--- src/rtl/cpu_isa_pkg.sv ---
package cpu_isa_pkg;

    localparam int REG_ADDR_W = 2;

    // opcodes.
    localparam logic [3:0] OP_ADI   = 4'd4;
    localparam logic [3:0] OP_ORI   = 4'd5;
    localparam logic [3:0] OP_LHI   = 4'd6;
    localparam logic [3:0] OP_LWD   = 4'd7;
    localparam logic [3:0] OP_SWD   = 4'd8;
    localparam logic [3:0] OP_RTYPE = 4'd15;

    // r-type function codes.
    localparam logic [5:0] FN_ADD = 6'd0;
    localparam logic [5:0] FN_SUB = 6'd1;
    localparam logic [5:0] FN_AND = 6'd2;
    localparam logic [5:0] FN_ORR = 6'd3;
    localparam logic [5:0] FN_NOT = 6'd4;
    localparam logic [5:0] FN_TCP = 6'd5;
    localparam logic [5:0] FN_SHL = 6'd6;
    localparam logic [5:0] FN_SHR = 6'd7;
    localparam logic [5:0] FN_WWD = 6'd28;
    localparam logic [5:0] FN_HLT = 6'd29;

    // one instruction word, two field layouts.
    typedef union packed {
        struct packed {
            logic [3:0]            opcode;
            logic [REG_ADDR_W-1:0] rs;
            logic [REG_ADDR_W-1:0] rt;
            logic [REG_ADDR_W-1:0] rd;
            logic [5:0]            func;
        } r;
        struct packed {
            logic [3:0]            opcode;
            logic [REG_ADDR_W-1:0] rs;
            logic [REG_ADDR_W-1:0] rt;
            logic [7:0]            imm;
        } i;
    } instr_word_t;

endpackage

--- src/rtl/cpu_ctrl_pkg.sv ---
package cpu_ctrl_pkg;

    localparam int ALU_OP_W = 3;

    localparam logic [ALU_OP_W-1:0] ALU_ADD = 3'd0;
    localparam logic [ALU_OP_W-1:0] ALU_SUB = 3'd1;
    localparam logic [ALU_OP_W-1:0] ALU_AND = 3'd2;
    localparam logic [ALU_OP_W-1:0] ALU_OR  = 3'd3;
    localparam logic [ALU_OP_W-1:0] ALU_NOT = 3'd4;
    localparam logic [ALU_OP_W-1:0] ALU_TCP = 3'd5;
    localparam logic [ALU_OP_W-1:0] ALU_SHL = 3'd6;
    localparam logic [ALU_OP_W-1:0] ALU_SHR = 3'd7;

    // source of the value written back.
    localparam logic WB_ALU = 1'b0;
    localparam logic WB_MEM = 1'b1;

endpackage

--- src/rtl/reg_file.sv ---
`timescale 1ns/100ps

module reg_file #(
    parameter int WORD_SIZE = 16
) (
    input  logic                               clk,
    input  logic                               reset_n,
    input  logic [cpu_isa_pkg::REG_ADDR_W-1:0] rs_addr,
    input  logic [cpu_isa_pkg::REG_ADDR_W-1:0] rt_addr,
    output logic [WORD_SIZE-1:0]               rs_data,
    output logic [WORD_SIZE-1:0]               rt_data,
    input  logic                               wb_en,
    input  logic [cpu_isa_pkg::REG_ADDR_W-1:0] wb_addr,
    input  logic [WORD_SIZE-1:0]               wb_data
);
    import cpu_isa_pkg::*;

    logic [WORD_SIZE-1:0] regs [2**REG_ADDR_W];

    always_ff @(posedge clk) begin
        if (reset_n) begin
            for (int i = 0; i < 2**REG_ADDR_W; i++) begin
                regs[i] <= '0;
            end
        end else if (wb_en) begin
            regs[wb_addr] <= wb_data;
        end
    end

    // write-through covers the producer two instructions ahead.
    assign rs_data = (wb_en && wb_addr == rs_addr) ? wb_data : regs[rs_addr];
    assign rt_data = (wb_en && wb_addr == rt_addr) ? wb_data : regs[rt_addr];

endmodule

--- src/rtl/decode_stage.sv ---
`timescale 1ns/100ps

module decode_stage #(
    parameter int WORD_SIZE = 16
) (
    input  logic                               instr_valid,
    input  cpu_isa_pkg::instr_word_t           instr,
    input  logic                               halted,
    input  logic [WORD_SIZE-1:0]               rf_rs_data,
    input  logic [WORD_SIZE-1:0]               rf_rt_data,
    output logic [cpu_isa_pkg::REG_ADDR_W-1:0] rs,
    output logic [cpu_isa_pkg::REG_ADDR_W-1:0] rt,
    output logic                               valid,
    output logic [WORD_SIZE-1:0]               rs_data,
    output logic [WORD_SIZE-1:0]               rt_data,
    output logic [WORD_SIZE-1:0]               imm_ext,
    output logic [cpu_isa_pkg::REG_ADDR_W-1:0] rd,
    output logic [cpu_ctrl_pkg::ALU_OP_W-1:0]  alu_op,
    output logic                               alu_src_imm,
    output logic                               mem_read,
    output logic                               mem_write,
    output logic                               reg_write,
    output logic                               wb_src,
    output logic                               is_wwd,
    output logic                               is_hlt
);
    import cpu_isa_pkg::*;
    import cpu_ctrl_pkg::*;

    logic                 legal;
    logic [WORD_SIZE-1:0] imm_sext;
    logic [WORD_SIZE-1:0] imm_zext;

    assign rs       = instr.i.rs;
    assign rt       = instr.i.rt;
    assign rs_data  = rf_rs_data;
    assign rt_data  = rf_rt_data;
    assign imm_sext = {{(WORD_SIZE-8){instr.i.imm[7]}}, instr.i.imm};
    assign imm_zext = {{(WORD_SIZE-8){1'b0}}, instr.i.imm};

    always_comb begin
        legal       = 1'b1;
        alu_op      = ALU_ADD;
        alu_src_imm = 1'b0;
        mem_read    = 1'b0;
        mem_write   = 1'b0;
        reg_write   = 1'b0;
        wb_src      = WB_ALU;
        is_wwd      = 1'b0;
        is_hlt      = 1'b0;
        imm_ext     = '0;
        rd          = instr.i.rt;
        case (instr.i.opcode)
            OP_ADI: begin
                alu_src_imm = 1'b1;
                reg_write   = 1'b1;
                imm_ext     = imm_sext;
            end
            OP_ORI: begin
                alu_op      = ALU_OR;
                alu_src_imm = 1'b1;
                reg_write   = 1'b1;
                imm_ext     = imm_zext;
            end
            OP_LHI: begin
                // immediate and, which the alu reads as pass the immediate.
                alu_op      = ALU_AND;
                alu_src_imm = 1'b1;
                reg_write   = 1'b1;
                imm_ext     = imm_zext << 8;
            end
            OP_LWD: begin
                mem_read  = 1'b1;
                reg_write = 1'b1;
                wb_src    = WB_MEM;
                imm_ext   = imm_sext;
            end
            OP_SWD: begin
                mem_write = 1'b1;
                imm_ext   = imm_sext;
            end
            OP_RTYPE: begin
                rd        = instr.r.rd;
                reg_write = 1'b1;
                case (instr.r.func)
                    FN_ADD: alu_op = ALU_ADD;
                    FN_SUB: alu_op = ALU_SUB;
                    FN_AND: alu_op = ALU_AND;
                    FN_ORR: alu_op = ALU_OR;
                    FN_NOT: alu_op = ALU_NOT;
                    FN_TCP: alu_op = ALU_TCP;
                    FN_SHL: alu_op = ALU_SHL;
                    FN_SHR: alu_op = ALU_SHR;
                    FN_WWD: begin
                        // rs plus a zero immediate.
                        reg_write   = 1'b0;
                        alu_src_imm = 1'b1;
                        is_wwd      = 1'b1;
                    end
                    FN_HLT: begin
                        reg_write = 1'b0;
                        is_hlt    = 1'b1;
                    end
                    default: legal = 1'b0;
                endcase
            end
            default: legal = 1'b0;
        endcase

        valid = instr_valid && !halted && legal;
        if (!valid) begin
            alu_op      = ALU_ADD;
            alu_src_imm = 1'b0;
            mem_read    = 1'b0;
            mem_write   = 1'b0;
            reg_write   = 1'b0;
            wb_src      = WB_ALU;
            is_wwd      = 1'b0;
            is_hlt      = 1'b0;
        end
    end

endmodule

--- src/rtl/id_ex_reg.sv ---
`timescale 1ns/100ps

module id_ex_reg #(
    parameter int WORD_SIZE = 16
) (
    input  logic                               clk,
    input  logic                               reset_n,
    input  logic                               valid,
    input  logic [WORD_SIZE-1:0]               rs_data,
    input  logic [WORD_SIZE-1:0]               rt_data,
    input  logic [WORD_SIZE-1:0]               imm_ext,
    input  logic [cpu_isa_pkg::REG_ADDR_W-1:0] rs,
    input  logic [cpu_isa_pkg::REG_ADDR_W-1:0] rt,
    input  logic [cpu_isa_pkg::REG_ADDR_W-1:0] rd,
    input  logic [cpu_ctrl_pkg::ALU_OP_W-1:0]  alu_op,
    input  logic                               alu_src_imm,
    input  logic                               mem_read,
    input  logic                               mem_write,
    input  logic                               reg_write,
    input  logic                               wb_src,
    input  logic                               is_wwd,
    input  logic                               is_hlt,
    output logic                               ex_valid,
    output logic [WORD_SIZE-1:0]               ex_rs_data,
    output logic [WORD_SIZE-1:0]               ex_rt_data,
    output logic [WORD_SIZE-1:0]               ex_imm_ext,
    output logic [cpu_isa_pkg::REG_ADDR_W-1:0] ex_rs,
    output logic [cpu_isa_pkg::REG_ADDR_W-1:0] ex_rt,
    output logic [cpu_isa_pkg::REG_ADDR_W-1:0] ex_rd,
    output logic [cpu_ctrl_pkg::ALU_OP_W-1:0]  ex_alu_op,
    output logic                               ex_alu_src_imm,
    output logic                               ex_mem_read,
    output logic                               ex_mem_write,
    output logic                               ex_reg_write,
    output logic                               ex_wb_src,
    output logic                               ex_is_wwd,
    output logic                               ex_is_hlt
);
    import cpu_ctrl_pkg::*;

    always_ff @(posedge clk) begin
        if (reset_n) begin
            ex_valid       <= 1'b0;
            ex_alu_op      <= ALU_ADD;
            ex_alu_src_imm <= 1'b0;
            ex_mem_read    <= 1'b0;
            ex_mem_write   <= 1'b0;
            ex_reg_write   <= 1'b0;
            ex_wb_src      <= WB_ALU;
            ex_is_wwd      <= 1'b0;
            ex_is_hlt      <= 1'b0;
        end else begin
            ex_valid       <= valid;
            ex_alu_op      <= alu_op;
            ex_alu_src_imm <= alu_src_imm;
            // a bubble must not write or touch memory.
            ex_mem_read    <= valid && mem_read;
            ex_mem_write   <= valid && mem_write;
            ex_reg_write   <= valid && reg_write;
            ex_wb_src      <= wb_src;
            ex_is_wwd      <= valid && is_wwd;
            ex_is_hlt      <= valid && is_hlt;
        end
    end

    always_ff @(posedge clk) begin
        ex_rs_data <= rs_data;
        ex_rt_data <= rt_data;
        ex_imm_ext <= imm_ext;
        ex_rs      <= rs;
        ex_rt      <= rt;
        ex_rd      <= rd;
    end

endmodule

--- src/rtl/execute_stage.sv ---
`timescale 1ns/100ps

module execute_stage #(
    parameter int WORD_SIZE  = 16,
    parameter int DMEM_DEPTH = 16
) (
    input  logic                               clk,
    input  logic                               reset_n,
    input  logic                               ex_valid,
    input  logic [WORD_SIZE-1:0]               ex_rs_data,
    input  logic [WORD_SIZE-1:0]               ex_rt_data,
    input  logic [WORD_SIZE-1:0]               ex_imm_ext,
    input  logic [cpu_isa_pkg::REG_ADDR_W-1:0] ex_rs,
    input  logic [cpu_isa_pkg::REG_ADDR_W-1:0] ex_rt,
    input  logic [cpu_isa_pkg::REG_ADDR_W-1:0] ex_rd,
    input  logic [cpu_ctrl_pkg::ALU_OP_W-1:0]  ex_alu_op,
    input  logic                               ex_alu_src_imm,
    input  logic                               ex_mem_read,
    input  logic                               ex_mem_write,
    input  logic                               ex_reg_write,
    input  logic                               ex_wb_src,
    input  logic                               ex_is_wwd,
    input  logic                               ex_is_hlt,
    input  logic                               fwd_en,
    input  logic [cpu_isa_pkg::REG_ADDR_W-1:0] fwd_addr,
    input  logic [WORD_SIZE-1:0]               fwd_data,
    output logic [WORD_SIZE-1:0]               result,
    output logic [cpu_isa_pkg::REG_ADDR_W-1:0] dest,
    output logic                               reg_write,
    output logic                               is_wwd,
    output logic                               is_hlt,
    output logic                               valid
);
    import cpu_ctrl_pkg::*;

    localparam int DMEM_AW = $clog2(DMEM_DEPTH);

    logic [WORD_SIZE-1:0] dmem [DMEM_DEPTH];
    logic [WORD_SIZE-1:0] op_a;
    logic [WORD_SIZE-1:0] rt_val;
    logic [WORD_SIZE-1:0] op_b;
    logic [WORD_SIZE-1:0] alu_res;
    logic [WORD_SIZE-1:0] addr_sum;
    logic [DMEM_AW-1:0]   mem_addr;
    logic [WORD_SIZE-1:0] mem_rdata;

    // the instruction just ahead sits in the writeback register.
    assign op_a   = (fwd_en && fwd_addr == ex_rs) ? fwd_data : ex_rs_data;
    assign rt_val = (fwd_en && fwd_addr == ex_rt) ? fwd_data : ex_rt_data;
    assign op_b   = ex_alu_src_imm ? ex_imm_ext : rt_val;

    always_comb begin
        case (ex_alu_op)
            ALU_ADD: alu_res = op_a + op_b;
            ALU_SUB: alu_res = op_a - op_b;
            ALU_AND: alu_res = ex_alu_src_imm ? op_b : (op_a & op_b);
            ALU_OR:  alu_res = op_a | op_b;
            ALU_NOT: alu_res = ~op_a;
            ALU_TCP: alu_res = ~op_a + 1'b1;
            ALU_SHL: alu_res = {op_a[WORD_SIZE-2:0], 1'b0};
            ALU_SHR: alu_res = {op_a[WORD_SIZE-1], op_a[WORD_SIZE-1:1]};
            default: alu_res = '0;
        endcase
    end

    // address wraps at the memory size.
    assign addr_sum  = op_a + ex_imm_ext;
    assign mem_addr  = addr_sum[DMEM_AW-1:0];
    assign mem_rdata = ex_mem_read ? dmem[mem_addr] : '0;

    always_ff @(posedge clk) begin
        if (reset_n) begin
            for (int i = 0; i < DMEM_DEPTH; i++) begin
                dmem[i] <= '0;
            end
        end else if (ex_mem_write) begin
            dmem[mem_addr] <= rt_val;
        end
    end

    assign result    = (ex_wb_src == WB_MEM) ? mem_rdata : alu_res;
    assign dest      = ex_rd;
    assign reg_write = ex_reg_write;
    assign is_wwd    = ex_is_wwd;
    assign is_hlt    = ex_is_hlt;
    assign valid     = ex_valid;

endmodule

--- src/rtl/writeback_stage.sv ---
`timescale 1ns/100ps

module writeback_stage #(
    parameter int WORD_SIZE = 16
) (
    input  logic                               clk,
    input  logic                               reset_n,
    input  logic                               valid,
    input  logic [WORD_SIZE-1:0]               result,
    input  logic [cpu_isa_pkg::REG_ADDR_W-1:0] dest,
    input  logic                               reg_write,
    input  logic                               is_wwd,
    input  logic                               is_hlt,
    output logic                               wb_en,
    output logic [cpu_isa_pkg::REG_ADDR_W-1:0] wb_addr,
    output logic [WORD_SIZE-1:0]               wb_data,
    output logic                               wwd_valid,
    output logic [WORD_SIZE-1:0]               wwd_data,
    output logic                               halted
);
    logic valid_q;
    logic reg_write_q;
    logic is_wwd_q;

    always_ff @(posedge clk) begin
        if (reset_n) begin
            valid_q     <= 1'b0;
            reg_write_q <= 1'b0;
            is_wwd_q    <= 1'b0;
            halted      <= 1'b0;
        end else begin
            valid_q     <= valid;
            reg_write_q <= reg_write;
            is_wwd_q    <= is_wwd;
            // sticky until the next reset.
            if (valid && is_hlt) begin
                halted <= 1'b1;
            end
        end
    end

    always_ff @(posedge clk) begin
        wb_addr <= dest;
        wb_data <= result;
    end

    assign wb_en     = valid_q && reg_write_q;
    assign wwd_valid = valid_q && is_wwd_q;
    assign wwd_data  = wb_data;

endmodule

--- src/rtl/cpu_core_top.sv ---
`timescale 1ns/100ps

module cpu_core_top #(
    parameter int WORD_SIZE  = 16,
    parameter int DMEM_DEPTH = 16
) (
    input  logic                     clk,
    input  logic                     reset_n,
    input  logic                     instr_valid,
    input  cpu_isa_pkg::instr_word_t instr,
    output logic                     wwd_valid,
    output logic [WORD_SIZE-1:0]     wwd_data,
    output logic                     halted
);
    import cpu_isa_pkg::*;
    import cpu_ctrl_pkg::*;

    logic [WORD_SIZE-1:0]  rf_rs_data, rf_rt_data;

    logic                  id_valid, id_alu_src_imm, id_mem_read, id_mem_write;
    logic                  id_reg_write, id_wb_src, id_is_wwd, id_is_hlt;
    logic [WORD_SIZE-1:0]  id_rs_data, id_rt_data, id_imm_ext;
    logic [REG_ADDR_W-1:0] id_rs, id_rt, id_rd;
    logic [ALU_OP_W-1:0]   id_alu_op;

    logic                  ex_valid, ex_alu_src_imm, ex_mem_read, ex_mem_write;
    logic                  ex_reg_write, ex_wb_src, ex_is_wwd, ex_is_hlt;
    logic [WORD_SIZE-1:0]  ex_rs_data, ex_rt_data, ex_imm_ext;
    logic [REG_ADDR_W-1:0] ex_rs, ex_rt, ex_rd;
    logic [ALU_OP_W-1:0]   ex_alu_op;

    logic                  res_valid, res_reg_write, res_is_wwd, res_is_hlt;
    logic [WORD_SIZE-1:0]  res_data;
    logic [REG_ADDR_W-1:0] res_dest;

    logic                  wb_en;
    logic [REG_ADDR_W-1:0] wb_addr;
    logic [WORD_SIZE-1:0]  wb_data;

    reg_file #(.WORD_SIZE(WORD_SIZE)) u_reg_file (
        .clk(clk), .reset_n(reset_n),
        .rs_addr(id_rs), .rt_addr(id_rt),
        .rs_data(rf_rs_data), .rt_data(rf_rt_data),
        .wb_en(wb_en), .wb_addr(wb_addr), .wb_data(wb_data)
    );

    decode_stage #(.WORD_SIZE(WORD_SIZE)) u_decode (
        .instr_valid(instr_valid), .instr(instr), .halted(halted),
        .rf_rs_data(rf_rs_data), .rf_rt_data(rf_rt_data),
        .rs(id_rs), .rt(id_rt), .valid(id_valid),
        .rs_data(id_rs_data), .rt_data(id_rt_data), .imm_ext(id_imm_ext), .rd(id_rd),
        .alu_op(id_alu_op), .alu_src_imm(id_alu_src_imm),
        .mem_read(id_mem_read), .mem_write(id_mem_write),
        .reg_write(id_reg_write), .wb_src(id_wb_src),
        .is_wwd(id_is_wwd), .is_hlt(id_is_hlt)
    );

    id_ex_reg #(.WORD_SIZE(WORD_SIZE)) u_id_ex (
        .clk(clk), .reset_n(reset_n), .valid(id_valid),
        .rs_data(id_rs_data), .rt_data(id_rt_data), .imm_ext(id_imm_ext),
        .rs(id_rs), .rt(id_rt), .rd(id_rd),
        .alu_op(id_alu_op), .alu_src_imm(id_alu_src_imm),
        .mem_read(id_mem_read), .mem_write(id_mem_write),
        .reg_write(id_reg_write), .wb_src(id_wb_src),
        .is_wwd(id_is_wwd), .is_hlt(id_is_hlt),
        .ex_valid(ex_valid),
        .ex_rs_data(ex_rs_data), .ex_rt_data(ex_rt_data), .ex_imm_ext(ex_imm_ext),
        .ex_rs(ex_rs), .ex_rt(ex_rt), .ex_rd(ex_rd),
        .ex_alu_op(ex_alu_op), .ex_alu_src_imm(ex_alu_src_imm),
        .ex_mem_read(ex_mem_read), .ex_mem_write(ex_mem_write),
        .ex_reg_write(ex_reg_write), .ex_wb_src(ex_wb_src),
        .ex_is_wwd(ex_is_wwd), .ex_is_hlt(ex_is_hlt)
    );

    execute_stage #(.WORD_SIZE(WORD_SIZE), .DMEM_DEPTH(DMEM_DEPTH)) u_execute (
        .clk(clk), .reset_n(reset_n), .ex_valid(ex_valid),
        .ex_rs_data(ex_rs_data), .ex_rt_data(ex_rt_data), .ex_imm_ext(ex_imm_ext),
        .ex_rs(ex_rs), .ex_rt(ex_rt), .ex_rd(ex_rd),
        .ex_alu_op(ex_alu_op), .ex_alu_src_imm(ex_alu_src_imm),
        .ex_mem_read(ex_mem_read), .ex_mem_write(ex_mem_write),
        .ex_reg_write(ex_reg_write), .ex_wb_src(ex_wb_src),
        .ex_is_wwd(ex_is_wwd), .ex_is_hlt(ex_is_hlt),
        .fwd_en(wb_en), .fwd_addr(wb_addr), .fwd_data(wb_data),
        .result(res_data), .dest(res_dest), .reg_write(res_reg_write),
        .is_wwd(res_is_wwd), .is_hlt(res_is_hlt), .valid(res_valid)
    );

    writeback_stage #(.WORD_SIZE(WORD_SIZE)) u_writeback (
        .clk(clk), .reset_n(reset_n), .valid(res_valid),
        .result(res_data), .dest(res_dest), .reg_write(res_reg_write),
        .is_wwd(res_is_wwd), .is_hlt(res_is_hlt),
        .wb_en(wb_en), .wb_addr(wb_addr), .wb_data(wb_data),
        .wwd_valid(wwd_valid), .wwd_data(wwd_data), .halted(halted)
    );

endmodule

--- config.mk ---
export PLATFORM = sky130hd
export DESIGN_NAME = cpu_core_top
export DESIGN_NICKNAME = d
export VERILOG_FILES = /design/src/rtl/cpu_isa_pkg.sv /design/src/rtl/cpu_ctrl_pkg.sv /design/src/rtl/reg_file.sv /design/src/rtl/decode_stage.sv /design/src/rtl/id_ex_reg.sv /design/src/rtl/execute_stage.sv /design/src/rtl/writeback_stage.sv /design/src/rtl/cpu_core_top.sv
export SDC_FILE = /design/constraint.sdc
export NUM_CORES = 1
export LEC_CHECK = 0
export ABC_CLOCK_PERIOD_IN_PS = 4300
export BUFFER_PORTS_ARGS = -buffer_cell sky130_fd_sc_hd__buf_4
export CAP_MARGIN = 20
export CORE_ASPECT_RATIO = 0.75
export CORE_MARGIN = 2
export CORE_UTILIZATION = 40
export CTS_CLUSTER_DIAMETER = 120
export DETAILED_ROUTE_END_ITERATION = 16
export PLACE_DENSITY = 0.58
export SYNTH_ARGS = -nofsm -noshare
export SYNTH_HDL_FRONTEND = slang
export SYNTH_SLANG_ARGS = --single-unit
--- constraint.sdc ---
create_clock -name clk -period 4.3 [get_ports clk]
set_clock_uncertainty 0.05 [all_clocks]
set_input_delay 0.645 -clock clk [delete_from_list [all_inputs] [get_ports clk]]
set_output_delay 0.645 -clock clk [all_outputs]
set_load 0.02 [all_outputs]
==> flow_metrics.py <==
metrics = {
    "sta": {
        "setup-tns-final_ns": 0,
        "maxSlewHeadroom_pct": 32.8,
        "slew_viol_final": 0,
        "report.final.hold_viol_count": 0,
        "hold_ws_ns": 0.234,
        "worst_pin_slew_ns": 1.01,
        "period_needed_ns": 4.15,
        "post-route-period-util_pct": 96.6,
        "fmax_mhz": 241,
        "rsz0062_at_grt": "true",
        "finalSetupViolations": 0,
    },
    "final_layout": {
        "final_common_cell": "nor2_1",
        "fin_util_pct": 47.5,
        "layout.cells.non_filler": 2353,
        "final_cell_mix": "nor2_1, edfxtp_1, buf_4, mux4_2, dfxtp_1",
        "diodes": 0,
        "area_growth_pct": 16.5,
        "fillers": 4353,
        "finalInstanceArea_sq_um": 23300,
        "drive_above_1_share_pct": 24.9,
        "nNetsFinal": 1715,
    },
    "placed_design": {
        "placed_cells": 2268,
        "gp_congestion": 0.937,
        "place_area_sq_um": 21700,
        "io_buffers": 36,
        "dp_hpwl_um": 41300,
    },
    "clocking": {
        "clockBufferDepth": 3,
        "cts_sinks": 406,
        "cts_tree": "built",
        "worstSkewPairLatency_ns": 0.60,
        "cts.clk_slew.worst_paths_ns": 0.06,
        "htreeDepth": 2,
        "cts_buffers": 43,
        "root_buffer": "clkbuf_16",
    },
    "floorplanning": {
        "die_y_um": 198,
        "core_area_sq_um": 49000,
        "rows": 70,
        "die_area_sq_um": 51900,
        "die_x_um": 262,
        "start_util_pct": 40.8,
        "num_io_pins": 37,
    },
    "synth": {
        "syn-num-nets": 1639,
        "ys_types": 74,
        "ys.flop_type": "edfxtp_1",
        "yosys_warnings": 0,
        "syn_inst": 1596,
        "synth-seq-area-share_pct": 56.6,
        "async_reset_ff_share_pct": 0,
        "syn-cell-area_sq_um": 20000,
        "synth-edff-count": 320,
        "ys_seq_elements": 406,
        "synth.avg_cell_area_sq_um": 12.5,
    },
    "setup_path": {
        "crit_path_start": "u_writeback.wb_addr[0]",
        "crit_type": "reg2reg",
        "r2r_slack_ns": 0.15,
        "start_kind": "flop",
        "rr_startpoint": "u_writeback.wb_addr[0]",
        "crit_end": "u_writeback.wb_data[13]",
        "r2r_cells": 21,
        "critPathMaxFanout": 7,
        "worst_r2r_endpoint": "u_writeback.wb_data[13]",
        "cp.required_ns": 4.71,
        "end_kind": "flop",
        "arrival_ns": 4.57,
    },
    "global_routing": {
        "grt_overflow": 0,
        "grt_max_degree": 38,
        "antenna_found_initial": 3,
        "first_global_vias": 13500,
        "grt_usage_pct": 23.2,
        "grt_first_pass_wirelength_um": 88600,
    },
    "status": {
        "status": "finished clean",
    },
    "worst_hold_path": {
        "worst_hold_path_type": "in2reg",
    },
    "detailed_routing": {
        "first_pass_iters": 5,
        "avgViaCountPerCell": 5.80,
        "wl_um": 59300,
        "drt_iter0_drc": 1495,
        "vias": 13600,
        "wl_per_cell_um": 25.2,
        "final_antenna_net_count": 0,
        "drc": 0,
    },
    "pwr": {
        "p_int_uw": 7540,
        "power_frac_comb_pct": 17.5,
        "p_sw_share_pct": 27.9,
        "power.net_switching_uw": 2920,
        "p_leak_uw": 0.00848,
        "p_per_area_nw_per_um2": 449,
        "ir_drop_mv": 0.292,
        "seqPwrFrac_pct": 44.7,
        "clockPowerShare_pct": 37.7,
    },
    "run": {
        "maxCapViolCount": 0,
    },
}
power by group through the flow:
stage / registers (uW) / clock network [uW] / logic, uW
2_1_floorplan: 4680 / 0 / 1030
3_3_place_gp: 4750 / 0 / 1790
3_5_place_dp: 4760 / 0 / 1800
4_1_cts: 4680 / 4010 / 1810
5_1_grt: 4700 / 4150 / 1960
6_report: 4680 / 3950 / 1830
layout make-up:
type	count	area (sq um)	share of cell area, %
clock buffer	55	1230	5.26
clock inverter	23	263	1.13
inverter	26	100	0.429
multi-input combinational	1036	8280	35.5
sequential	406	11300	48.6
tap	648	811	3.48
timing repair buffer	159	1310	5.60
worst min-delay path by stage:
stage                              to  slack [ns]        startpoint  depth (start not counted)
3_3_place_gp   u_writeback.wb_addr[0]        0.27  u_id_ex.ex_rd[0]                          0
3_5_place_dp   u_writeback.wb_addr[0]        0.26  u_id_ex.ex_rd[0]                          0
5_1_grt        u_id_ex.ex_imm_ext[10]        0.25          instr[2]                          3
2_1_floorplan  u_writeback.wb_addr[0]        0.26  u_id_ex.ex_rd[0]                          0
4_1_cts        u_id_ex.ex_imm_ext[14]        0.21          instr[6]                          3
6_report       u_id_ex.ex_imm_ext[14]        0.23          instr[6]                          3
kinds of logic after synthesis:
| logic type | count (synthesis) | share of synthesized area, % |
|---|---|---|
| flip-flops | 406 | 56.6 |
| AO/OA/AOI/OAI | 181 | 5.98 |
| AND/OR/NAND/NOR | 594 | 13.7 |
| XOR/XNOR | 54 | 2.47 |
| adder cells (fa/ha/maj) | 24 | 1.57 |
| buffers and inverters | 154 | 3.21 |
| multiplexers | 183 | 16.4 |
cell usage after synthesis (11+ instances only):
master	number	share of area, %
nor3_1	27	0.67
inv_1	22	0.41
o21ai_0	32	0.80
or3_1	21	0.66
and2_1	75	2.3
nor2b_1	18	0.56
nand2b_1	22	0.69
o31ai_1	13	0.49
clkbuf_1	83	1.6
buf_1	11	0.21
a21oi_1	44	1.1
nor2_1	322	6.0
xor2_1	16	0.70
edfxtp_1	320	48
ha_1	22	1.4
xnor2_1	35	1.5
a31oi_1	12	0.37
mux2i_1	29	1.4
buf_2	28	0.70
mux2_2	41	2.3
nand2_1	63	1.2
dfxtp_1	86	8.6
mux4_2	111	12
worst max-delay path, cell delays in order (launching register included):
cell and delay (ns):
dfxtp_2 0.40, xor2_4 0.26, nor3_4 0.08, buf_4 0.14
buf_4 0.13, buf_4 0.17, o41a_1 0.33, nor2_1 0.15
nand2_1 0.08, or2_1 0.26, o21ai_2 0.16, xor2_1 0.17
ha_1 0.26, a21o_1 0.19, a21oi_4 0.15, nand2_1 0.09
o221ai_2 0.19, o21ai_1 0.14, buf_4 0.15, xnor2_1 0.15
o2111ai_1 0.12, o22a_1 0.19
state kept, by name, summed over array words and instances (netlist names), 2 cells and up:
name	count
u_execute.dmem	256
u_id_ex.ex_rt_data	16
u_writeback.wb_addr	2
u_id_ex.ex_rs	2
u_id_ex.ex_imm_ext	16
u_writeback.wb_data	16
u_id_ex.ex_alu_op	3
u_reg_file.regs	64
u_id_ex.ex_rs_data	16
u_id_ex.ex_rd	2
u_id_ex.ex_rt	2
per-stage QoR:
step           power, uW  worst slack, ns
2_1_floorplan       5710          -0.0942
3_3_place_gp        6540          -0.0193
3_5_place_dp        6550          -0.0492
4_1_cts            10500          0.00561
5_1_grt            10800           -0.117
6_report           10500            0.146
what timing repair did:
| action | in CTS | in global routing |
|---|---|---|
| pin swaps | 1 | 5 |
| gates resized for setup | 3 | 20 |
| hold buffers | 0 | 0 |
| setup endpoints to repair | 2 | 165 |
| setup buffers | 2 | 5 |
| cloned | 0 | 0 |
routing by layer:
layer  up-vias  global-route usage, %  wire, um
li1       6028                      -         -
met1      6937                   33.9     26400
met2       594                   33.0     25100
met3        81                   7.52      6380
met4         2                   6.40      1390
met5         -                      0        13
(Power assumes the default switching activity.)
